==> src/include/pcim_dma_defines.svh <==
// Width, burst length and queue depth macros for the card-to-host DMA engine
`ifndef PCIM_DMA_DEFINES_SVH
`define PCIM_DMA_DEFINES_SVH

// Bus widths
`define DMA_DATA_W       32
`define DMA_ADDR_W       32
`define DMA_BURST_BEATS  4

// Command fields, in bursts of DMA_BURST_BEATS beats
`define DMA_CARD_IDX_W   16
`define DMA_HOST_IDX_W   20
`define DMA_CNT_W        8
`define DMA_CHAN_W       2

// Status and register port
`define DMA_STAT_W       32
`define DMA_SR_ADDR_W    8

// Queue depths as log2
`define DMA_FIFO_LD      5
`define DMA_DATA_FIFO_LD 6

`endif

==> src/verilog/pcim_dma_pkg.sv <==
// Command and burst record types, issue FSM states
`include "pcim_dma_defines.svh"

package pcim_dma_pkg;

	// 64-bit software command, upper bits ignored
	typedef struct packed {
		logic [63-`DMA_CHAN_W-`DMA_CNT_W-`DMA_CARD_IDX_W-`DMA_HOST_IDX_W:0] pad;
		logic [`DMA_CHAN_W-1:0]     chan;
		logic [`DMA_CNT_W-1:0]      count;     // bursts minus one
		logic [`DMA_CARD_IDX_W-1:0] card_idx;
		logic [`DMA_HOST_IDX_W-1:0] host_idx;
	} dma_cmd_t;

	// One record per issued card read
	typedef struct packed {
		logic [`DMA_HOST_IDX_W-1:0] host_idx;
		logic [`DMA_CHAN_W-1:0]     chan;
	} dma_burst_t;

	typedef enum logic [1:0] {
		ISSUE_IDLE,
		ISSUE_READ,
		ISSUE_QUEUE
	} issue_state_t;

endpackage

==> src/verilog/burst_issuer.sv <==
// burst_if record interface; command queue and FSM issuing card reads
`timescale 1ns/1ns
`include "pcim_dma_defines.svh"

interface burst_if;
	logic                       valid;
	logic                       full;
	logic [`DMA_HOST_IDX_W-1:0] host_idx;
	logic [`DMA_CHAN_W-1:0]     chan;

	modport issuer (output valid, host_idx, chan, input full);
	modport scheduler (input valid, host_idx, chan, output full);
endinterface

module burst_issuer (
	input  logic                                      clk,
	input  logic                                      rst,
	input  logic                                      sr_valid,
	input  logic                                      sr_write,
	input  logic [$bits(pcim_dma_pkg::dma_cmd_t)-1:0] sr_data,
	output logic [`DMA_ADDR_W-1:0]                    mem_araddr,
	output logic                                      mem_arvalid,
	input  logic                                      mem_arready,
	burst_if.issuer                                   burst
);
	import pcim_dma_pkg::*;

	localparam int BURST_SHIFT = $clog2(`DMA_BURST_BEATS * `DMA_DATA_W / 8);

	issue_state_t state;
	dma_cmd_t     cmd;
	logic         cq_full;
	logic         cq_empty;
	logic         cq_rd;
	logic [$bits(dma_cmd_t)-1:0] cq_data;

	// Software commands wait here
	dma_fifo #(
		.WIDTH($bits(dma_cmd_t)),
		.LOG_DEPTH(`DMA_FIFO_LD)
	) cmd_fifo (
		.clk(clk),
		.rst(rst),
		.wr_en(sr_valid && sr_write),
		.wr_data(sr_data),
		.full(cq_full),
		.rd_en(cq_rd),
		.rd_data(cq_data),
		.empty(cq_empty)
	);

	assign cq_rd       = (state == ISSUE_IDLE) && !cq_empty;
	assign mem_arvalid = state == ISSUE_READ;
	assign mem_araddr  = `DMA_ADDR_W'(cmd.card_idx) << BURST_SHIFT;

	assign burst.valid    = state == ISSUE_QUEUE;
	assign burst.host_idx = cmd.host_idx;
	assign burst.chan     = cmd.chan;

	always_ff @(posedge clk) begin
		if (rst) begin
			state <= ISSUE_IDLE;
		end else begin
			case (state)
				ISSUE_IDLE: begin
					if (!cq_empty) begin
						cmd   <= cq_data;
						state <= ISSUE_READ;
					end
				end
				ISSUE_READ: begin
					if (mem_arready)
						state <= ISSUE_QUEUE;
				end
				ISSUE_QUEUE: begin
					// Record accepted, step to the next burst
					if (!burst.full) begin
						cmd.card_idx <= cmd.card_idx + 1'b1;
						cmd.host_idx <= cmd.host_idx + 1'b1;
						cmd.count    <= cmd.count - 1'b1;
						state <= (cmd.count == '0) ? ISSUE_IDLE : ISSUE_READ;
					end
				end
				default: state <= ISSUE_IDLE;
			endcase
		end
	end

	a_cmd_no_overflow: assert property (@(posedge clk) disable iff (rst)
		!(sr_valid && sr_write && cq_full));

endmodule

==> src/verilog/dma_fifo.sv <==
// Synchronous show-ahead FIFO with occupancy count
`timescale 1ns/1ns

module dma_fifo #(
	parameter int WIDTH     = 8,
	parameter int LOG_DEPTH = 5
) (
	input  logic             clk,
	input  logic             rst,
	input  logic             wr_en,
	input  logic [WIDTH-1:0] wr_data,
	output logic             full,
	input  logic             rd_en,
	output logic [WIDTH-1:0] rd_data,
	output logic             empty
);
	localparam int DEPTH = 1 << LOG_DEPTH;

	logic [WIDTH-1:0]   mem [DEPTH];
	logic [LOG_DEPTH-1:0] wr_ptr;
	logic [LOG_DEPTH-1:0] rd_ptr;
	logic [LOG_DEPTH:0]   count;
	logic do_wr;
	logic do_rd;

	assign full  = count == (LOG_DEPTH + 1)'(DEPTH);
	assign empty = count == '0;
	assign do_wr = wr_en && !full;
	assign do_rd = rd_en && !empty;

	// Head word is visible without a read
	assign rd_data = mem[rd_ptr];

	always_ff @(posedge clk) begin
		if (do_wr)
			mem[wr_ptr] <= wr_data;
	end

	always_ff @(posedge clk) begin
		if (rst) begin
			wr_ptr <= '0;
			rd_ptr <= '0;
			count  <= '0;
		end else begin
			if (do_wr)
				wr_ptr <= wr_ptr + 1'b1;
			if (do_rd)
				rd_ptr <= rd_ptr + 1'b1;
			count <= count + (LOG_DEPTH + 1)'(do_wr) - (LOG_DEPTH + 1)'(do_rd);
		end
	end

endmodule

==> src/flat_wrapper.sv <==
// flat-port wrapper written by rule: the top's interface ports become plain ports
module burst_issuer_flat import pcim_dma_pkg::*;
  (clk, rst, sr_valid, sr_write, sr_data, mem_araddr, mem_arvalid, mem_arready, burst_valid, burst_host_idx, burst_chan, burst_full);
  burst_if burst_i ();
  input  logic clk;
  input  logic rst;
  input  logic sr_valid;
  input  logic sr_write;
  input  logic [$bits(pcim_dma_pkg::dma_cmd_t)-1:0] sr_data;
  output logic [`DMA_ADDR_W-1:0] mem_araddr;
  output logic mem_arvalid;
  input  logic mem_arready;
  output wire logic [$bits(burst_i.valid)-1:0] burst_valid;
  output wire logic [$bits(burst_i.host_idx)-1:0] burst_host_idx;
  output wire logic [$bits(burst_i.chan)-1:0] burst_chan;
  input wire logic [$bits(burst_i.full)-1:0] burst_full;
  assign burst_valid = burst_i.valid;
  assign burst_host_idx = burst_i.host_idx;
  assign burst_chan = burst_i.chan;
  assign burst_i.full = burst_full;
  burst_issuer u_core (.clk(clk), .rst(rst), .sr_valid(sr_valid), .sr_write(sr_write), .sr_data(sr_data), .mem_araddr(mem_araddr), .mem_arvalid(mem_arvalid), .mem_arready(mem_arready), .burst(burst_i));
endmodule
==> config.mk <==
export PLATFORM = sky130hd
export DESIGN_NAME = burst_issuer_flat
export DESIGN_NICKNAME = d
export VERILOG_FILES = /design/src/verilog/pcim_dma_pkg.sv /design/src/verilog/burst_issuer.sv /design/src/verilog/dma_fifo.sv /design/src/flat_wrapper.sv
export VERILOG_INCLUDE_DIRS = /design/src /design/src/include
export SDC_FILE = /design/constraint.sdc
export NUM_CORES = 1
export LEC_CHECK = 0
export BUFFER_PORTS_ARGS = -buffer_cell sky130_fd_sc_hd__buf_2
export CAP_MARGIN = 5
export CORE_UTILIZATION = 31
export DETAILED_ROUTE_END_ITERATION = 16
export PLACE_DENSITY_LB_ADDON = 0.15
export REMOVE_ABC_BUFFERS = 1
export SYNTH_ARGS = -nofsm -noshare
export SYNTH_HDL_FRONTEND = slang
export SYNTH_HIERARCHICAL = 1
export SYNTH_SLANG_ARGS = --single-unit
==> constraint.sdc <==
create_clock -name clk -period 4.5 [get_ports clk]
set_clock_uncertainty 0.05 [all_clocks]
set_input_delay 0.45 -clock clk [delete_from_list [all_inputs] [get_ports clk]]
set_output_delay 0.45 -clock clk [all_outputs]
set_load 0.005 [all_outputs]
==> results by group <==
Placement
  • Dpl hpwl: approximately 100000 µm
  • Cell Area, Placed: 0.06431 mm²
  • Placed cell count: 5587
  • Dpl ws: 1022 ps
  • PortBufs: about 90
  • GP Congestion: 0.7643

Timing
  • Min Tclk post-route: around 3500 ps
  • Rel. slew slack: 0.2453
  • Fmax achieved: approximately 290 MHz
  • Setup violators final: 0
  • Crit share post-route: 0.7668
  • Final Hold Fails: 0
  • Worst-margin pin slew: 1132 ps
  • Final setup margin: 1049 ps
  • Fin. max-slew vios: 0
  • RSZ-0062 raised after global routing: no

Clocking
  • Post-CTS setup buffer count: 0
  • Clk sinks: 1541
  • Cts bufs inserted: 169
  • CTS root buffer: clkbuf_16
  • Htree depth: 4
  • Clk_lat worst skew: 800 ps
  • CTS tree: yes
  • Clock slew at reported path FFs: ~60 ps
  • Clock Path Buffers: 3

Power and ir drop
  • VDD IR max: around 0.35 mV
  • Total power: roughly 0.035 W
  • Power per Cell Area: roughly 510 mW/mm²
  • Total leakage power: 21.26 nW

Global routing
  • Largest net degree at the start of global routing: 77
  • Global route overflow: 0
  • First-pass GRT wire length: 247500 µm
  • Initial antenna violation count: 19
  • Vias in the first global route: roughly 32k
  • Overall routing resource usage: 0.1797

Die
  • Die ar.: 0.1970 mm²
  • Io pins: 126
  • Die height: 443.9 µm
  • Core area: 0.1932 mm²
  • Row count: between 150 and 200
  • Die width: roughly 440 µm
  • Initial Utilization: 0.3133

Finish
  • Most frequent cells in the layout: 1518 x edfxtp_1, 232 x mux4_2, 198 x mux2_2
  • Fin area: about 0.070 mm²
  • Final nets: 3326
  • Post-route insts no fill: approximately 5.9k
  • Most common cell after layout, fill and taps aside: edfxtp_1
  • Share of cells above drive strength 1: 0.2768
  • Final Util: 0.3600
  • Area delta synth->final: 14.89%

Detailed routing
  • Drt drc: 0
  • Vias: 30.73k
  • Routed Antenna Nets: 0
  • 1st-iter DRT viols: 2688
  • Metal-1 WL: 75770 µm
  • DRT Pass-1 Iters: 5
  • Wire per inst: ~30 µm
  • Met3 WL: 7028 µm
  • Vias/cell: approximately 5.2
  • Met2 routed WL: 89250 µm
  • Uppermost routed layer: met5
  • Routed wire length: between 150000 and 200000 µm

Status
  • Status: complete, no violations

Worst setup path
  • Critical Path Fanout Max: 22
  • Startpoint types: register
  • Critical Path RT: between 4000 and 5000 ps
  • Slowest library cell on the worst path: dfxtp_1
  • Reg2reg path depth: 6
  • CP Capture Type: register
  • Cell chain of the critical path: nor2b_1 -> and2_2 -> a22o_1 -> or4_1 -> nand2_1 -> o21ai_0
  • Highest cell delay on the worst timing path: 910 ps
  • Critical path class: reg -> reg
  • Arrival @ worst endpoint: 3910 ps

Synthesis
  • Post-Syn Instances: about 3.1k
  • Average size of a mapped cell: 19.57 µm²
  • Synthesized cell area: 0.06053 mm²
  • Synth warnings: 6

Min path
  • Hold Path Stages: 1
  • Worst hold path type: in -> reg

Flow run
  • Max-capacitance violation count: 0
-- state kept, by name, indices dropped and copies added, names as in the netlist, named ones only --
signal,cells
u_core/cmd,8
u_core/mem_araddr,16
u_core/burst.chan,2
u_core/burst.host_idx,20
u_core/state,2
u_core/cmd_fifo/wr_ptr,5
u_core/cmd_fifo/count,6
u_core/cmd_fifo/rd_ptr,5
u_core/cmd_fifo/mem,1472
-- metrics by stage --
stage / setup TNS (ps) / hold slack, ps
finish: 0 / 90.10
global route: 0 / 74.47
CTS: 0 / 23.22
detailed placement: 0 / 466.5
global placement: 0 / 445.9
floorplan: -407440 / 401.6
-- worst max-delay path, delay by kind of cell (launching register included) --
kind,cells,cell delay (ps)
compound gates,2,520
flops,1,910
simple gates,4,1640
-- final cells by class --
cell class,count,area (µm²)
Multi-Input combinational cell,1272,13260
Antenna cell,5,12.51
Timing Repair Buffer,231,1807
Clock inverter,92,630.6
Inverter,22,82.58
Sequential cell,1541,46060
Clock buffer,213,4543
Tap cell,2526,3161
Fill cell,17730,123600
-- final timing paths --
kind | startpoint | end | slack (ps)
hold reg to reg | u_core/cmd_fifo/wr_ptr[1]$_SDFFE_PP0P_ | u_core/cmd_fifo/wr_ptr[1]$_SDFFE_PP0P_ | 480
setup reg to reg | register | u_core/burst.host_idx[11]$_DFFE_PP_ | 1050
hold / removal | sr_data[38] | u_core/cmd_fifo/mem[2][38]$_DFFE_PP_ | 90
setup / recovery | register | u_core/burst.host_idx[11]$_DFFE_PP_ | 1050
-- where the power goes --
part / total, W / switching, W / internal [W]
Clock: 0.0130 / 0.00554 / 0.00751
Combinational: 0.00552 / 0.00326 / 0.00225
Sequential: 0.0166 / 0.000406 / 0.0162
Total: 0.0351 / 0.00921 / 0.0259
-- what timing repair did --
action                                 4_1_cts  5_1_grt
setup endpoints to repair                    0        0
hold buffers                                 5        0
endpoints found under the hold margin       10        0
resized for setup                            0        0
-- layer usage --
| layer | up-vias | global-route usage |
|---|---|---|
| met3 | 275 | 0.02645 |
| li1 | 12850 | - |
| met4 | 8 | 0.06267 |
| met1 | 16780 | 0.2333 |
| met5 | - | 0 |
| met2 | 816 | 0.3061 |
No activity file was read; power rests on OpenSTA's default activity.
