==> config.mk <==
export PLATFORM = sky130hd
export DESIGN_NAME = write_scheduler_flat
export DESIGN_NICKNAME = d
export VERILOG_FILES = /design/src/verilog/pcim_dma_pkg.sv /design/src/verilog/burst_issuer.sv /design/src/verilog/dma_fifo.sv /design/src/verilog/write_scheduler.sv /design/src/flat_wrapper.sv
export VERILOG_INCLUDE_DIRS = /design/src /design/src/include
export SDC_FILE = /design/constraint.sdc
export NUM_CORES = 2
export LEC_CHECK = 0
export BUFFER_PORTS_ARGS = -buffer_cell sky130_fd_sc_hd__buf_2
export CAP_MARGIN = 20
export CORE_AREA = 2 2 425 427
export CTS_BUF_LIST = sky130_fd_sc_hd__clkbuf_8
export DETAILED_ROUTE_END_ITERATION = 8
export DIE_AREA = 0 0 427 429
export GPL_TIMING_DRIVEN = 0
export PLACE_DENSITY_LB_ADDON = 0.15
export SETUP_SLACK_MARGIN = 0.02
export SLEW_MARGIN = 20
export SYNTH_ARGS = -nofsm -noshare
export SYNTH_HDL_FRONTEND = slang
export SYNTH_SLANG_ARGS = --single-unit
export TNS_END_PERCENT = 1
==> constraint.sdc <==
create_clock -name clk -period 4.44 [get_ports clk]
set_input_delay 0.444 -clock clk [delete_from_list [all_inputs] [get_ports clk]]
set_output_delay 0.444 -clock clk [all_outputs]
set_load 0.005 [all_outputs]
==> src/include/pcim_dma_defines.svh <==
// Width, burst length and queue depth macros for the card-to-host DMA engine
`ifndef PCIM_DMA_DEFINES_SVH
`define PCIM_DMA_DEFINES_SVH

// Bus widths
`define DMA_DATA_W       32
`define DMA_ADDR_W       32
`define DMA_BURST_BEATS  4

// Command fields, in bursts of DMA_BURST_BEATS beats
`define DMA_CARD_IDX_W   16
`define DMA_HOST_IDX_W   20
`define DMA_CNT_W        8
`define DMA_CHAN_W       2

// Status and register port
`define DMA_STAT_W       32
`define DMA_SR_ADDR_W    8

// Queue depths as log2
`define DMA_FIFO_LD      5
`define DMA_DATA_FIFO_LD 6

`endif

==> src/verilog/pcim_dma_pkg.sv <==
// Command and burst record types, issue FSM states
`include "pcim_dma_defines.svh"

package pcim_dma_pkg;

	// 64-bit software command, upper bits ignored
	typedef struct packed {
		logic [63-`DMA_CHAN_W-`DMA_CNT_W-`DMA_CARD_IDX_W-`DMA_HOST_IDX_W:0] pad;
		logic [`DMA_CHAN_W-1:0]     chan;
		logic [`DMA_CNT_W-1:0]      count;     // bursts minus one
		logic [`DMA_CARD_IDX_W-1:0] card_idx;
		logic [`DMA_HOST_IDX_W-1:0] host_idx;
	} dma_cmd_t;

	// One record per issued card read
	typedef struct packed {
		logic [`DMA_HOST_IDX_W-1:0] host_idx;
		logic [`DMA_CHAN_W-1:0]     chan;
	} dma_burst_t;

	typedef enum logic [1:0] {
		ISSUE_IDLE,
		ISSUE_READ,
		ISSUE_QUEUE
	} issue_state_t;

endpackage

==> src/verilog/burst_issuer.sv <==
// burst_if record interface; command queue and FSM issuing card reads
`timescale 1ns/1ns
`include "pcim_dma_defines.svh"

interface burst_if;
	logic                       valid;
	logic                       full;
	logic [`DMA_HOST_IDX_W-1:0] host_idx;
	logic [`DMA_CHAN_W-1:0]     chan;

	modport issuer (output valid, host_idx, chan, input full);
	modport scheduler (input valid, host_idx, chan, output full);
endinterface


==> src/verilog/dma_fifo.sv <==
// Synchronous show-ahead FIFO with occupancy count
`timescale 1ns/1ns

module dma_fifo #(
	parameter int WIDTH     = 8,
	parameter int LOG_DEPTH = 5
) (
	input  logic             clk,
	input  logic             rst,
	input  logic             wr_en,
	input  logic [WIDTH-1:0] wr_data,
	output logic             full,
	input  logic             rd_en,
	output logic [WIDTH-1:0] rd_data,
	output logic             empty
);
	localparam int DEPTH = 1 << LOG_DEPTH;

	logic [WIDTH-1:0]   mem [DEPTH];
	logic [LOG_DEPTH-1:0] wr_ptr;
	logic [LOG_DEPTH-1:0] rd_ptr;
	logic [LOG_DEPTH:0]   count;
	logic do_wr;
	logic do_rd;

	assign full  = count == (LOG_DEPTH + 1)'(DEPTH);
	assign empty = count == '0;
	assign do_wr = wr_en && !full;
	assign do_rd = rd_en && !empty;

	// Head word is visible without a read
	assign rd_data = mem[rd_ptr];

	always_ff @(posedge clk) begin
		if (do_wr)
			mem[wr_ptr] <= wr_data;
	end

	always_ff @(posedge clk) begin
		if (rst) begin
			wr_ptr <= '0;
			rd_ptr <= '0;
			count  <= '0;
		end else begin
			if (do_wr)
				wr_ptr <= wr_ptr + 1'b1;
			if (do_rd)
				rd_ptr <= rd_ptr + 1'b1;
			count <= count + (LOG_DEPTH + 1)'(do_wr) - (LOG_DEPTH + 1)'(do_rd);
		end
	end

endmodule

==> src/verilog/write_scheduler.sv <==
// Data buffer, write-address credits and host write issue
`timescale 1ns/1ns
`include "pcim_dma_defines.svh"

module write_scheduler (
	input  logic                   clk,
	input  logic                   rst,
	burst_if.scheduler             burst,
	input  logic [`DMA_DATA_W-1:0] mem_rdata,
	input  logic                   mem_rlast,
	input  logic                   mem_rvalid,
	output logic                   mem_rready,
	output logic [`DMA_ADDR_W-1:0] host_awaddr,
	output logic                   host_awvalid,
	input  logic                   host_awready,
	output logic [`DMA_DATA_W-1:0] host_wdata,
	output logic                   host_wlast,
	output logic                   host_wvalid,
	input  logic                   host_wready,
	input  logic                   chan_full,
	output logic                   aw_issued,
	output logic [`DMA_CHAN_W-1:0] aw_chan
);
	import pcim_dma_pkg::*;

	localparam int BURST_SHIFT = $clog2(`DMA_BURST_BEATS * `DMA_DATA_W / 8);
	localparam int CRED_W      = `DMA_FIFO_LD + 2;

	dma_burst_t bq_in;
	dma_burst_t bq_out;
	logic       bq_empty;
	logic       db_full;
	logic       db_empty;
	logic       db_wr;
	logic       aw_fire;
	logic       first_beat;
	logic       add_cred;
	logic [CRED_W-1:0] creds;

	assign bq_in = '{host_idx: burst.host_idx, chan: burst.chan};

	dma_fifo #(
		.WIDTH($bits(dma_burst_t)),
		.LOG_DEPTH(`DMA_FIFO_LD)
	) burst_fifo (
		.clk(clk), .rst(rst),
		.wr_en(burst.valid && !burst.full), .wr_data(bq_in), .full(burst.full),
		.rd_en(aw_fire), .rd_data(bq_out), .empty(bq_empty)
	);

	// Card beats stream straight through to the host
	assign mem_rready  = !db_full;
	assign db_wr       = mem_rvalid && mem_rready;
	assign host_wvalid = !db_empty;

	dma_fifo #(
		.WIDTH(`DMA_DATA_W + 1),
		.LOG_DEPTH(`DMA_DATA_FIFO_LD)
	) data_fifo (
		.clk(clk), .rst(rst),
		.wr_en(db_wr), .wr_data({mem_rdata, mem_rlast}), .full(db_full),
		.rd_en(host_wvalid && host_wready), .rd_data({host_wdata, host_wlast}),
		.empty(db_empty)
	);

	// A burst's address goes out only once its data has started
	assign add_cred     = db_wr && first_beat;
	assign host_awvalid = !bq_empty && (creds != '0) && !chan_full;
	assign host_awaddr  = `DMA_ADDR_W'(bq_out.host_idx) << BURST_SHIFT;
	assign aw_fire      = host_awvalid && host_awready;
	assign aw_issued    = aw_fire;
	assign aw_chan      = bq_out.chan;

	always_ff @(posedge clk) begin
		if (rst) begin
			first_beat <= 1'b1;
			creds      <= '0;
		end else begin
			if (db_wr)
				first_beat <= mem_rlast;
			creds <= creds + CRED_W'(add_cred) - CRED_W'(aw_fire);
		end
	end

	// Address and data held until the host takes them
	a_aw_hold: assert property (@(posedge clk) disable iff (rst)
		host_awvalid && !host_awready |=> host_awvalid && $stable(host_awaddr));

	a_w_hold: assert property (@(posedge clk) disable iff (rst)
		host_wvalid && !host_wready |=> host_wvalid && $stable({host_wdata, host_wlast}));

endmodule

==> src/flat_wrapper.sv <==
// flat-port wrapper written by rule: the top's interface ports become plain ports
module write_scheduler_flat import pcim_dma_pkg::*;
  (clk, rst, mem_rdata, mem_rlast, mem_rvalid, mem_rready, host_awaddr, host_awvalid, host_awready, host_wdata, host_wlast, host_wvalid, host_wready, chan_full, aw_issued, aw_chan, burst_valid, burst_host_idx, burst_chan, burst_full);
  burst_if burst_i ();
  input  logic clk;
  input  logic rst;
  input  logic [`DMA_DATA_W-1:0] mem_rdata;
  input  logic mem_rlast;
  input  logic mem_rvalid;
  output logic mem_rready;
  output logic [`DMA_ADDR_W-1:0] host_awaddr;
  output logic host_awvalid;
  input  logic host_awready;
  output logic [`DMA_DATA_W-1:0] host_wdata;
  output logic host_wlast;
  output logic host_wvalid;
  input  logic host_wready;
  input  logic chan_full;
  output logic aw_issued;
  output logic [`DMA_CHAN_W-1:0] aw_chan;
  input wire logic [$bits(burst_i.valid)-1:0] burst_valid;
  input wire logic [$bits(burst_i.host_idx)-1:0] burst_host_idx;
  input wire logic [$bits(burst_i.chan)-1:0] burst_chan;
  output wire logic [$bits(burst_i.full)-1:0] burst_full;
  assign burst_i.valid = burst_valid;
  assign burst_i.host_idx = burst_host_idx;
  assign burst_i.chan = burst_chan;
  assign burst_full = burst_i.full;
  write_scheduler u_core (.clk(clk), .rst(rst), .burst(burst_i), .mem_rdata(mem_rdata), .mem_rlast(mem_rlast), .mem_rvalid(mem_rvalid), .mem_rready(mem_rready), .host_awaddr(host_awaddr), .host_awvalid(host_awvalid), .host_awready(host_awready), .host_wdata(host_wdata), .host_wlast(host_wlast), .host_wvalid(host_wvalid), .host_wready(host_wready), .chan_full(chan_full), .aw_issued(aw_issued), .aw_chan(aw_chan));
endmodule
==> flow_metrics.py <==
metrics = {
    "outcome": {
        "status": "finished, violations left",
        "violations": "negative setup slack",
    },
    "placed_design": {
        "placed_cell_area_um2": 118000,
        "place.gp.congestion": 0.908,
        "io_buffers": 120,
        "place_hpwl_mm": 200,
    },
    "grt": {
        "grt_pass1_wl_mm": 422,
        "grt-ovfl-total": 0,
        "grt_max_degree": 66,
        "grtUsageTotal": 0.334,
        "antenna_found_initial": 14,
        "first_global_vias": 56700,
    },
    "timing": {
        "period_minus_slack_ns": 4.51,
        "worst_pin_slew_ns": 1.21,
        "timing.slew.headroom": 0.190,
        "skew_ns": 0.0847,
        "fmax_ghz": 0.222,
        "setup_viol": 14,
        "final-hold-violation-count": 0,
        "slew_violations": 0,
        "whs_ns": 0.133,
        "rsz0062_at_grt": "true",
        "fin_ws_ns": -0.0678,
        "period_share": 1.02,
    },
    "floorplanning": {
        "ios": 134,
        "core_um2": 178000,
        "initial_core_util": 0.618,
        "dieHeight_um": 429,
        "die_area_um2": 183000,
        "rows": 155,
        "chipWidth_um": 427,
    },
    "final_layout": {
        "drive_gt1_frac": 0.336,
        "stdcell_area_um2": 128000,
        "nNetsFinal": 5740,
        "final_common_cell": "edfxtp_1",
        "final_cell_mix": "2816 x edfxtp_1, 702 x mux4_2, 464 x clkbuf_8",
        "area_delta_synth_final_pct": 16.4,
    },
    "hold_path": {
        "hold_start": "burst_valid",
        "hold_path_depth": 5,
        "hold_path.class": "in2reg",
        "holdPathEnd": "u_core.burst_fifo.wr_ptr[0]",
    },
    "clock_network": {
        "root_buffer": "clkbuf_8",
        "clk-insertion-delay-late_ns": 1.13,
        "clockBufferDepth": 4,
        "clkTransAtPathRegs_ns": 0.06,
        "numCtsBuffers": 452,
        "tritoncts": "done",
        "clock_sinks": 2870,
        "htreeDepth": 5,
        "post-cts-setup-buffer-count": 0,
    },
    "routing": {
        "drtAntennaViolNets": 0,
        "dr.pass1.iters": 6,
        "vias": 56900,
        "vias_per_cell": 6.83,
        "totalWireLength_mm": 303,
        "drt_iter0_drc": 8568,
        "wire_per_inst_um": 36.4,
        "drc": 0,
    },
    "logic_synthesis": {
        "yosys_most_used_dff": "edfxtp_1",
        "syn_avg_cell_area_um2": 22.7,
        "synth_top_area_frac": 0.769,
        "syn_area_um2": 110000,
        "synth_area_leaders": "edfxtp_1 77%, mux4_2 14%, mux2i_1 1.4%",
        "ys_seq_elements": 2870,
        "synth_edf_count": 2816,
        "syn-instance-count": 4855,
        "ys_types": 61,
        "async_reset_ff_frac": 0,
        "seq_area_frac_synth": 0.779,
        "yosys.area.top_type": "edfxtp_1",
        "ys_warn_count": 0,
    },
    "power_and_ir_drop": {
        "peakVddDrop_uv": 395,
        "power.density_nw_per_um2": 480,
        "leakagePower_nw": 40.0,
    },
    "worst_setup_path": {
        "slowest_stage": "mux4_2",
        "ff2ff_path_depth": 8,
        "cp.required_ns": 4.00,
        "crit_family": "buffers and inverters",
        "crit_path_frequent_cell": "buf_4",
        "cp_max_fo": 10,
        "crit_path_end_kind": "output pin",
        "arrival_ns": 4.06,
        "start_kind": "flip-flop",
        "r2r_start": "u_core.data_fifo.count[3]",
        "worst-path-buf-inv": 5,
        "r2r_setup_slack_ns": 0.41,
        "cp_num_cells": 10,
        "r2r_end": "u_core.data_fifo.mem[55][14]",
        "worstSetupPathType": "reg2out",
        "max_stage_delay_ns": 0.39,
        "cp_cell_sequence": "buf_4 -> buf_4 -> buf_4 -> buf_4 -> mux4_2 -> mux2i_4 -> a21oi_1 -> a21oi_4 -> nor2_1 -> buf_2",
    },
    "job": {
        "max_cap_viol_count": 0,
    },
}
tightest hold or removal path: stages:
cell	delay (ns)
buf_2	0.09
nor2b_1	0.12
clkbuf_1	0.24
xnor2_1	0.21
nor2_1	0.04
power by group:
part	internal, mW	switching (mW)
logic	4.92	6.22
registers	30.1	0.132
clock network	10.0	10.1
total	45.0	16.4
worst max path at each step:
stage                                         start                           end  slack [ns]
after floorplan           u_core.data_fifo.count[2]   u_core.data_fifo.mem[63][0]        1.10
after global placement    u_core.data_fifo.count[2]  u_core.data_fifo.mem[61][23]       -1.78
after detailed placement                  flip-flop                host_wdata[24]       -0.50
after CTS                                 flip-flop                host_wdata[25]       -0.10
after global routing                      flip-flop                host_wdata[31]       -0.08
final                                     flip-flop                host_wdata[18]       -0.07
Yosys cell counts (all sizes together) (12+ instances only):
master / n
mux2i: 153
xor2: 14
mux4: 705
o21ai: 24
nand2b: 20
nor2: 180
a21oi: 50
nor2b: 23
mux2: 59
nor4: 28
nand3: 12
edfxtp: 2816
buf: 178
inv: 26
a2bb2oi: 12
xnor2: 14
o221ai: 21
a221oi: 14
clkbuf: 94
nand2: 65
ha: 33
dfxtp: 54
o22ai: 110
a22o: 16
o211ai: 12
flip-flops by register name (all words and copies together), names as in the netlist, 6 cells and up, named ones only:
| signal | cells |
|---|---|
| u_core.creds | 7 |
| u_core.data_fifo.mem | 2112 |
| u_core.data_fifo.rd_ptr | 6 |
| u_core.burst_fifo.count | 6 |
| u_core.burst_fifo.mem | 704 |
| u_core.data_fifo.wr_ptr | 6 |
| u_core.data_fifo.count | 7 |
final cells by class:
| type | count | area (µm²) |
|---|---|---|
| Clock inverter | 328 | 1550 |
| Buffer | 270 | 1980 |
| Antenna cell | 8 | 20.0 |
| Tap cell | 2355 | 2950 |
| Inverter | 27 | 104 |
| Sequential cell | 2870 | 85600 |
| Clock buffer | 461 | 6340 |
| Multi-Input combinational cell | 1697 | 24700 |
| Fill cell | 10100 | 50100 |
| Timing Repair Buffer | 324 | 4700 |
stage by stage:
step / TNS, ns / worst slack [ns] / power (mW) / utilization / instances
2_1_floorplan: 0 / 1.10 / 37.2 / - / 4866
3_3_place_gp: -2510.20 / -1.78 / 40.9 / 0.638 / 7341
3_5_place_dp: -4.93 / -0.501 / 41.2 / 0.661 / 7484
4_1_cts: -1.26 / -0.102 / 61.4 / 0.715 / 8302
5_1_grt: -0.408 / -0.0809 / 63.1 / 0.719 / 8334
6_report: -0.522 / -0.0678 / 61.4 / 0.719 / 8340
timing repair:
item	4_1_cts	5_1_grt
resized for setup	346	54
setup endpoints to repair	55	31
endpoints found under the hold margin	993	1567
hold buffers	31	27
pin swaps	7	6
routing by layer:
layer / vias up / GRT usage / part of all wire
li1: 22200 / - / -
met1: 29800 / 0.434 / 0.34
met4: 0 / 0.193 / 0.067
met3: 818 / 0.0660 / 0.10
met5: - / 0 / 0
met2: 4062 / 0.534 / 0.49
cell families (layout without fill, tap and decap cells):
kind of cell / count (synthesis) / after routing / share of synthesized area
flops: 2870 / 2870 / 0.779
mux: 917 / 917 / 0.164
simple gates: 387 / 387 / 0.0166
compound gates: 317 / 317 / 0.0196
buf+inv: 299 / 1410 / 0.0140
fa+ha+maj: 36 / 36 / 0.00430
xor+xnor: 28 / 28 / 0.00223
other cells: 1 / 20 / 0.0000341
Note: power is estimated with default switching activity, not from simulation.
