**config.mk**
```make
export PLATFORM = sky130hd
export DESIGN_NAME = completion_tracker
export DESIGN_NICKNAME = d
export VERILOG_FILES = /design/src/verilog/dma_fifo.sv /design/src/verilog/completion_tracker.sv
export VERILOG_INCLUDE_DIRS = /design/src /design/src/include
export SDC_FILE = /design/constraint.sdc
export NUM_CORES = 1
export LEC_CHECK = 0
export ABC_AREA = 1
export BUFFER_PORTS_ARGS = -buffer_cell sky130_fd_sc_hd__buf_4
export CAP_MARGIN = 20
export CORE_MARGIN = 3
export CORE_UTILIZATION = 60
export CTS_BUF_LIST = sky130_fd_sc_hd__clkbuf_2
export DETAILED_ROUTE_END_ITERATION = 8
export HOLD_SLACK_MARGIN = 0.12
export PLACE_DENSITY = 0.77
export SYNTH_ARGS = -nofsm -noshare
export SYNTH_HDL_FRONTEND = slang
export SYNTH_SLANG_ARGS = --single-unit
```
**constraint.sdc**
```tcl
create_clock -name clk -period 5.6 [get_ports clk]
set_input_delay 0.28 -clock clk [delete_from_list [all_inputs] [get_ports clk]]
set_output_delay 0.28 -clock clk [all_outputs]
set_load 0.01 [all_outputs]
```
**src/include/pcim_dma_defines.svh**
```systemverilog
// Width, burst length and queue depth macros for the card-to-host DMA engine
`ifndef PCIM_DMA_DEFINES_SVH
`define PCIM_DMA_DEFINES_SVH

// Bus widths
`define DMA_DATA_W       32
`define DMA_ADDR_W       32
`define DMA_BURST_BEATS  4

// Command fields, in bursts of DMA_BURST_BEATS beats
`define DMA_CARD_IDX_W   16
`define DMA_HOST_IDX_W   20
`define DMA_CNT_W        8
`define DMA_CHAN_W       2

// Status and register port
`define DMA_STAT_W       32
`define DMA_SR_ADDR_W    8

// Queue depths as log2
`define DMA_FIFO_LD      5
`define DMA_DATA_FIFO_LD 6

`endif

```
**src/verilog/dma_fifo.sv**
```systemverilog
// Synchronous show-ahead FIFO with occupancy count
`timescale 1ns/1ns

module dma_fifo #(
	parameter int WIDTH     = 8,
	parameter int LOG_DEPTH = 5
) (
	input  logic             clk,
	input  logic             rst,
	input  logic             wr_en,
	input  logic [WIDTH-1:0] wr_data,
	output logic             full,
	input  logic             rd_en,
	output logic [WIDTH-1:0] rd_data,
	output logic             empty
);
	localparam int DEPTH = 1 << LOG_DEPTH;

	logic [WIDTH-1:0]   mem [DEPTH];
	logic [LOG_DEPTH-1:0] wr_ptr;
	logic [LOG_DEPTH-1:0] rd_ptr;
	logic [LOG_DEPTH:0]   count;
	logic do_wr;
	logic do_rd;

	assign full  = count == (LOG_DEPTH + 1)'(DEPTH);
	assign empty = count == '0;
	assign do_wr = wr_en && !full;
	assign do_rd = rd_en && !empty;

	// Head word is visible without a read
	assign rd_data = mem[rd_ptr];

	always_ff @(posedge clk) begin
		if (do_wr)
			mem[wr_ptr] <= wr_data;
	end

	always_ff @(posedge clk) begin
		if (rst) begin
			wr_ptr <= '0;
			rd_ptr <= '0;
			count  <= '0;
		end else begin
			if (do_wr)
				wr_ptr <= wr_ptr + 1'b1;
			if (do_rd)
				rd_ptr <= rd_ptr + 1'b1;
			count <= count + (LOG_DEPTH + 1)'(do_wr) - (LOG_DEPTH + 1)'(do_rd);
		end
	end

endmodule

```
**src/verilog/completion_tracker.sv**
```systemverilog
// Channel queue, write-response credits, per-channel counters and reads
`timescale 1ns/1ns
`include "pcim_dma_defines.svh"

module completion_tracker (
	input  logic                      clk,
	input  logic                      rst,
	input  logic                      aw_issued,
	input  logic [`DMA_CHAN_W-1:0]    aw_chan,
	output logic                      chan_full,
	input  logic                      host_bvalid,
	input  logic                      sr_valid,
	input  logic                      sr_write,
	input  logic [`DMA_SR_ADDR_W-1:0] sr_addr,
	output logic                      resp_valid,
	output logic [`DMA_STAT_W-1:0]    resp_data
);
	localparam int NUM_CHAN = 1 << `DMA_CHAN_W;
	localparam int CRED_W   = `DMA_FIFO_LD + 2;

	logic [`DMA_CHAN_W-1:0] head_chan;
	logic                   cq_empty;
	logic                   done;
	logic [CRED_W-1:0]      bcreds;
	logic [`DMA_STAT_W-1:0] counts [NUM_CHAN];

	// One entry per write in flight, in issue order
	dma_fifo #(
		.WIDTH(`DMA_CHAN_W),
		.LOG_DEPTH(`DMA_FIFO_LD)
	) chan_fifo (
		.clk(clk),
		.rst(rst),
		.wr_en(aw_issued),
		.wr_data(aw_chan),
		.full(chan_full),
		.rd_en(done),
		.rd_data(head_chan),
		.empty(cq_empty)
	);

	// Responses come back in order, so the head owns the oldest one
	assign done = !cq_empty && (bcreds != '0);

	always_ff @(posedge clk) begin
		if (rst) begin
			bcreds <= '0;
			for (int i = 0; i < NUM_CHAN; i++)
				counts[i] <= '0;
		end else begin
			bcreds <= bcreds + CRED_W'(host_bvalid) - CRED_W'(done);
			for (int i = 0; i < NUM_CHAN; i++) begin
				if (done && head_chan == `DMA_CHAN_W'(i))
					counts[i] <= counts[i] + 1'b1;
			end
		end
	end

	// Counter select is a qword index
	always_ff @(posedge clk) begin
		if (rst)
			resp_valid <= 1'b0;
		else
			resp_valid <= sr_valid && !sr_write;
		resp_data <= counts[sr_addr[3 +: `DMA_CHAN_W]];
	end

	// A held response always has a write waiting for it
	a_resp_has_write: assert property (@(posedge clk) disable iff (rst)
		bcreds != '0 |-> !cq_empty);

endmodule

```
==> impl_metrics.ini, run 1 <==
[synth]
postSynthNetCount = 1603
synthArstFlopShare = 0
ys_ff_latch = 253
synth_ff_type = edfxtp_1
synthesis.area_um2 = 13710
seq_area_frac_synth = 0.5096
ys_types = 41
syn_area_per_cell_um2 = 8.800
yosysWarnings = 0
synth_edf_count = 192
syn_inst = 1558

[clock_tree]
cts_tree = built
cts_sinks = 253
ctsResizeCount = 0
cts_buffers = 68
cts_buffer_depth = 3
root_buffer = clkbuf_2
cts.clk_slew.worst_paths_ns = 0.10
htree_num_levels = 3
clk_latency_ns = 0.83
cts_setup_buffers = 0

[power]
switching_share = 0.4209
p_comb_frac = 0.334
clockPowerShare = 0.186
cell_internal_pwr_mw = 4.017
power.density_nw_per_um2 = 465.1
peakVddDrop_v = 0.0003608
power_frac_seq = 0.480
p_switching_mw = 2.920
p_leak_nw = 5.843
power.total_mw = 6.937

[drt]
ant_nets = 0
vias = 10880
drt_iter0_markers = 1185
vias_per_cell = 5.489
drc_errors = 0
dr.pass1.iters = 6
wl_um = 32320
wl_per_cell_um = 16.31

[setup_path]
cpMostUsedCell = nand2_1
required_ns = 6.20
path_class = flop to flop
critPathCaptureType = flop
rr_worst_depth = 11
slowest_stage = dfxtp_1
crit_chain = buf_4, inv_4, nand2_1, nand3_1, nand3_1, nand2_1, nand2_1, nand3_2, nand2_4, nand4_2, nor2_1
cp.arrival_ns = 3.81
slowest_delay_ns = 0.80
cpLargestDelayFamily = simple AND/OR/NAND/NOR gates
regToRegEndpoint = counts[1][15]
critPathMaxFanout = 32
worstSetupStartpointType = flop
critPathBufInv = 2
r2r_setup_slack_ns = 2.39

[timing]
relSlewSlack = 0.4059
period_needed_ns = 3.211
min_period_over_period = 0.5734
fin_tns_setup_ns = 0
final-hold-violation-count = 0
finalMaxSlewViolations = 0
worstMarginPinSlew_ns = 0.8890
fmax_ghz = 0.3114
setup_viol = 0
grt_setup_unrepaired = false
final.setup_skew_ns = 0.06986
setup_ws_ns = 2.389

[floorplan]
design.die.area_um2 = 24700
start_util = 0.6187
rows = 54
die_h_um = 157.2
io-pin-count = 50
dieWidth_um = 157.2
core_um2 = 22160

[finish]
nNetsFinal = 1691
syn_to_final_growth_pct = 8.788
postLayoutCoreUtil = 0.6730
fill_cells = 1815
drive_above_1_share = 0.1534

[worst_hold_path]
hp-class = primary input to flop
hold_path_depth = 3
hold_path.startpoint = rst
holdPathEnd = chan_fifo.count[0]

[placement]
port_buffers = 43
place_congestion = 0.9681
dp_slack_ns = 2.393
dp_hpwl_um = 23030

[grt]
grt.total_usage = 0.2653
grt_pass1_vias = 10476
grt_overflow = 0
antenna_found_initial = 1
grt_pass1_wl_um = 51480
grt_start_max_net_pins = 80

[run_status]
status = complete, no violations

[job]
max_cap_viol_count = 0
==> flip-flops by register name (all words and copies together) (netlist names), named ones only <==
signal,flops
counts,128
chan_fifo.mem,64
resp_data,32
bcreds,7
chan_fifo.count,6
chan_fifo.rd_ptr,5
chan_fifo.wr_ptr,5
resp_valid,1
==> per-stage QoR <==
step	hold slack [ns]	instance area [um2]	cells
after global placement	0.4324	14130	1842
final	0.2298	14920	1982
after detailed placement	0.4408	14130	1842
after CTS	0.1536	14890	1980
after global routing	0.1803	14920	1982
after floorplan	0.3467	13710	1558
==> layer usage <==
metal | wire, um | vias up | GRT usage | share of wire
met3 | 2446 | 99 | 0.05444 | 0.076
li1 | - | 5359 | - | -
met5 | 0 | - | 0 | 0
met4 | 1572 | 0 | 0.1339 | 0.049
met1 | 13390 | 4966 | 0.3448 | 0.41
met2 | 14910 | 456 | 0.4248 | 0.46
==> kinds of logic (layout without fill, tap and decap cells) <==
kind of cell	after synthesis	count (layout)	share of synthesized area
flip-flops	253	253	0.5096
AND/OR/NAND/NOR	771	771	0.2558
adder cells (fa/ha/maj)	29	29	0.02756
other	0	1	0
AO/OA/AOI/OAI	155	155	0.05932
buffers and inverters	234	377	0.07365
XOR/XNOR	116	116	0.07410
==> power groups by stage <==
| stage | clock network [mW] | logic [mW] | registers, mW |
|---|---|---|---|
| 6_report | 1.29 | 2.32 | 3.33 |
| 3_5_place_dp | 0 | 2.29 | 3.35 |
| 5_1_grt | 1.42 | 2.63 | 3.38 |
| 2_1_floorplan | 0 | 1.80 | 3.12 |
| 4_1_cts | 1.32 | 2.32 | 3.31 |
| 3_3_place_gp | 0 | 2.22 | 3.34 |
==> how the worst max path moves through the flow <==
stage                       startpoint            end  slack (ns)  cells after the start
global route                      flop  counts[1][15]        1.96                     11
detailed placement                flop  counts[1][25]        2.39                     11
global placement                  flop   counts[1][7]        2.51                     11
CTS                               flop  counts[1][15]        2.30                     11
floorplan           chan_fifo.count[2]      bcreds[6]        2.90                     18
finish                            flop  counts[1][15]        2.39                     11
==> cell usage in the layout, fill, tap and decap left out, types with 2 or more instances in the layout <==
cell             n
a21oi_1         61
and3_1           3
buf_4           50
clkbuf_2       108
clkinv_1        11
clkinv_4         3
dfxtp_1         61
dlygate4sd3_1   13
edfxtp_1       192
fa_1             2
ha_1            27
inv_1          183
inv_2            5
nand2_1        273
nand2_2          4
nand3_1         91
nand3_2          2
nand3_4          2
nand3b_1         4
nand4_1         31
nor2_1         214
nor2_2          75
nor3_1          56
nor4_1           8
o21ai_0         74
o22ai_1         17
xnor2_1         44
xor2_1          72
==> what timing repair did <==
| item | CTS | global route |
|---|---|---|
| endpoints found under the setup margin | 0 | 0 |
| hold buffers | 13 | 0 |
| endpoints found under the hold margin | 112 | 0 |
==> synthesized netlist by cell type, types with 3 or more instances <==
cell	n	area share
buf_6	14	0.011
nand2_1	273	0.075
ha_1	27	0.025
nand4_1	31	0.014
nand2_2	4	0.0018
nor4_1	8	0.0037
buf_2	6	0.0022
dfxtp_1	61	0.089
xnor2_1	44	0.028
nor3_1	56	0.020
nand3_1	91	0.033
a21oi_1	61	0.022
o22ai_1	17	0.0078
buf_4	4	0.0022
and3_1	3	0.0014
clkbuf_1	21	0.0057
xor2_1	72	0.046
nor2_1	214	0.059
nor2_2	75	0.034
edfxtp_1	192	0.42
nand3b_1	4	0.0022
inv_1	183	0.050
o21ai_0	74	0.027
==> tightest hold or removal path: stages <==
cell	delay (ns)
dlygate4sd3_1	0.52
buf_4	0.14
nor2_1	0.05
==> final cells by class <==
cell class                      count  area, um2  share of cell area
Sequential cell                   253       6987              0.4684
Multi-Input combinational cell   1071       5714              0.3831
Inverter                          188      708.2             0.04748
Clock buffer                      108      540.5             0.03624
Timing Repair Buffer               64      525.5             0.03523
Tap cell                          280      350.3             0.02349
Clock inverter                     17      87.58            0.005872
Antenna cell                        1      2.502           0.0001678
Power figures use the tool's default switching activity.
==> run 2: changes to the inputs <==
- clock period: 5.6 -> 3.04 ns (I/O delays scaled with it)
==> impl_metrics.ini, run 2 (same netlist as run 1, synthesis figures left out) <==
[run_status]
status = complete, no violations

[clock_tree]
htree_num_levels = 3
cts_tree = built
cts.clk_slew.worst_paths_ns = 0.10
ctsResizeCount = 0
postCtsHoldBufs = 15
cts_buffer_depth = 3
cts_buffers = 67
clk_latency_ns = 0.82
root_buffer = clkbuf_2
cts_sinks = 253
cts_setup_buffers = 0

[power]
clockPowerShare = 0.192
power.density_nw_per_um2 = 863.5
switching_share = 0.4154
p_switching_mw = 5.393
p_comb_frac = 0.341
power_frac_seq = 0.467
p_leak_nw = 5.889
power.total_mw = 12.98
cell_internal_pwr_mw = 7.591
peakVddDrop_v = 0.0006664

[floorplan]
io-pin-count = 50
dieWidth_um = 157.2
rows = 54
core_um2 = 22160
design.die.area_um2 = 24700
start_util = 0.6187
die_h_um = 157.2

[drt]
ant_nets = 0
vias = 10984
wl_per_cell_um = 16.63
drc_errors = 0
wl_um = 33030
vias_per_cell = 5.531
dr.pass1.iters = 5
drt_iter0_markers = 1012

[setup_path]
path_class = flop to flop
r2r_setup_slack_ns = 0.40
rr_worst_depth = 15
worstSetupStartpointType = flop
critPathMaxFanout = 7
r2r_start = chan_fifo.count[2]
cp.arrival_ns = 3.34
critPathCaptureType = flop
regToRegEndpoint = chan_fifo.count[4]
required_ns = 3.74

[timing]
relSlewSlack = 0.4671
min_period_over_period = 0.8700
setup_viol = 0
period_needed_ns = 2.645
final-hold-violation-count = 0
grt_setup_unrepaired = false
fmax_ghz = 0.3781
worstMarginPinSlew_ns = 0.7984
finalMaxSlewViolations = 0
final.setup_skew_ns = 0.05798
fin_tns_setup_ns = 0

[placement]
place_inst = 1847
dp_hpwl_um = 23340
port_buffers = 43
place_congestion = 0.9329

[finish]
largest_reg_flops = 128
final_cell_mix = nand2_1, nor2_1, edfxtp_1
syn_to_final_growth_pct = 9.673
final_cells = 1986
nNetsFinal = 1697
final_common_cell = nand2_1
largestRegisters = counts: 128 flops, chan_fifo.mem: 64 flops, resp_data: 32 flops
top_register = counts
drive_above_1_share = 0.1548
fill_cells = 1850

[job]
max_cap_viol_count = 0

[grt]
antenna_found_initial = 1
grt_start_max_net_pins = 80
grt.total_usage = 0.2737
grt_overflow = 0
grt_pass1_wl_um = 53590
grt_pass1_vias = 10796

[worst_hold_path]
hold_path_depth = 5
hold_path.startpoint = host_bvalid
hp-class = primary input to flop
holdPathEnd = bcreds[0]
run 2: worst max-delay path, cell delays in order, from the launching register on:
cell      delay (ns)
dfxtp_1         0.32
inv_1           0.08
ha_1            0.18
nand4_1         0.12
nand2_1         0.10
inv_1           0.06
buf_4           0.16
ha_1            0.29
inv_1           0.06
ha_1            0.17
inv_1           0.07
fa_1            0.39
nor3_1          0.22
a211oi_1        0.09
o21ai_0         0.15
a21oi_1         0.06
run 2: worst max-delay path by stage:
stage,from,endpoint,cells after the start,slack (ns)
finish,chan_fifo.count[2],chan_fifo.count[4],15,0.40
global route,chan_fifo.count[2],bcreds[6],18,0.09
CTS,flop,counts[3][11],11,0.42
detailed placement,chan_fifo.count[2],bcreds[6],18,0.47
global placement,chan_fifo.count[2],bcreds[6],18,0.50
floorplan,chan_fifo.count[2],bcreds[6],18,0.34
run 2: metal layers:
layer | wire (um) | track usage | vias up
met5 | 0 | 0 | -
met4 | 1709 | 0.1550 | 0
met3 | 2217 | 0.04674 | 111
met2 | 15580 | 0.4399 | 445
met1 | 13520 | 0.3531 | 5056
li1 | - | - | 5372
run 2: power by group through the flow:
stage | Combinational [mW] | Clock (mW) | Sequential, mW
floorplan | 3.32 | 0 | 5.75
global placement | 4.22 | 0 | 6.08
detailed placement | 4.35 | 0 | 6.10
CTS | 4.42 | 2.55 | 6.04
global route | 5.00 | 2.72 | 6.17
finish | 4.43 | 2.50 | 6.06
run 2: per-stage QoR:
stage	hold WS, ns	area [um2]	util	setup WS (ns)
after floorplan	0.2187	13710	-	0.3421
after global placement	0.3083	14210	0.6412	0.4985
after detailed placement	0.3157	14210	0.6412	0.4687
after CTS	0.1259	15010	0.6775	0.4200
after global routing	0.1861	15040	0.6785	0.08900
final	0.2193	15040	0.6785	0.3952
run 2: final cells by class:
| type | count | area (um2) | area share |
|---|---|---|---|
| diodes | 1 | 2.502 | 0.0001664 |
| clock buffers | 100 | 500.5 | 0.03328 |
| clock inverters | 22 | 153.9 | 0.01023 |
| inverters | 188 | 708.2 | 0.04710 |
| multi-input cells | 1071 | 5714 | 0.3800 |
| flip-flops and latches | 253 | 6987 | 0.4646 |
| well taps | 280 | 350.3 | 0.02330 |
| repair buffers | 71 | 620.6 | 0.04127 |
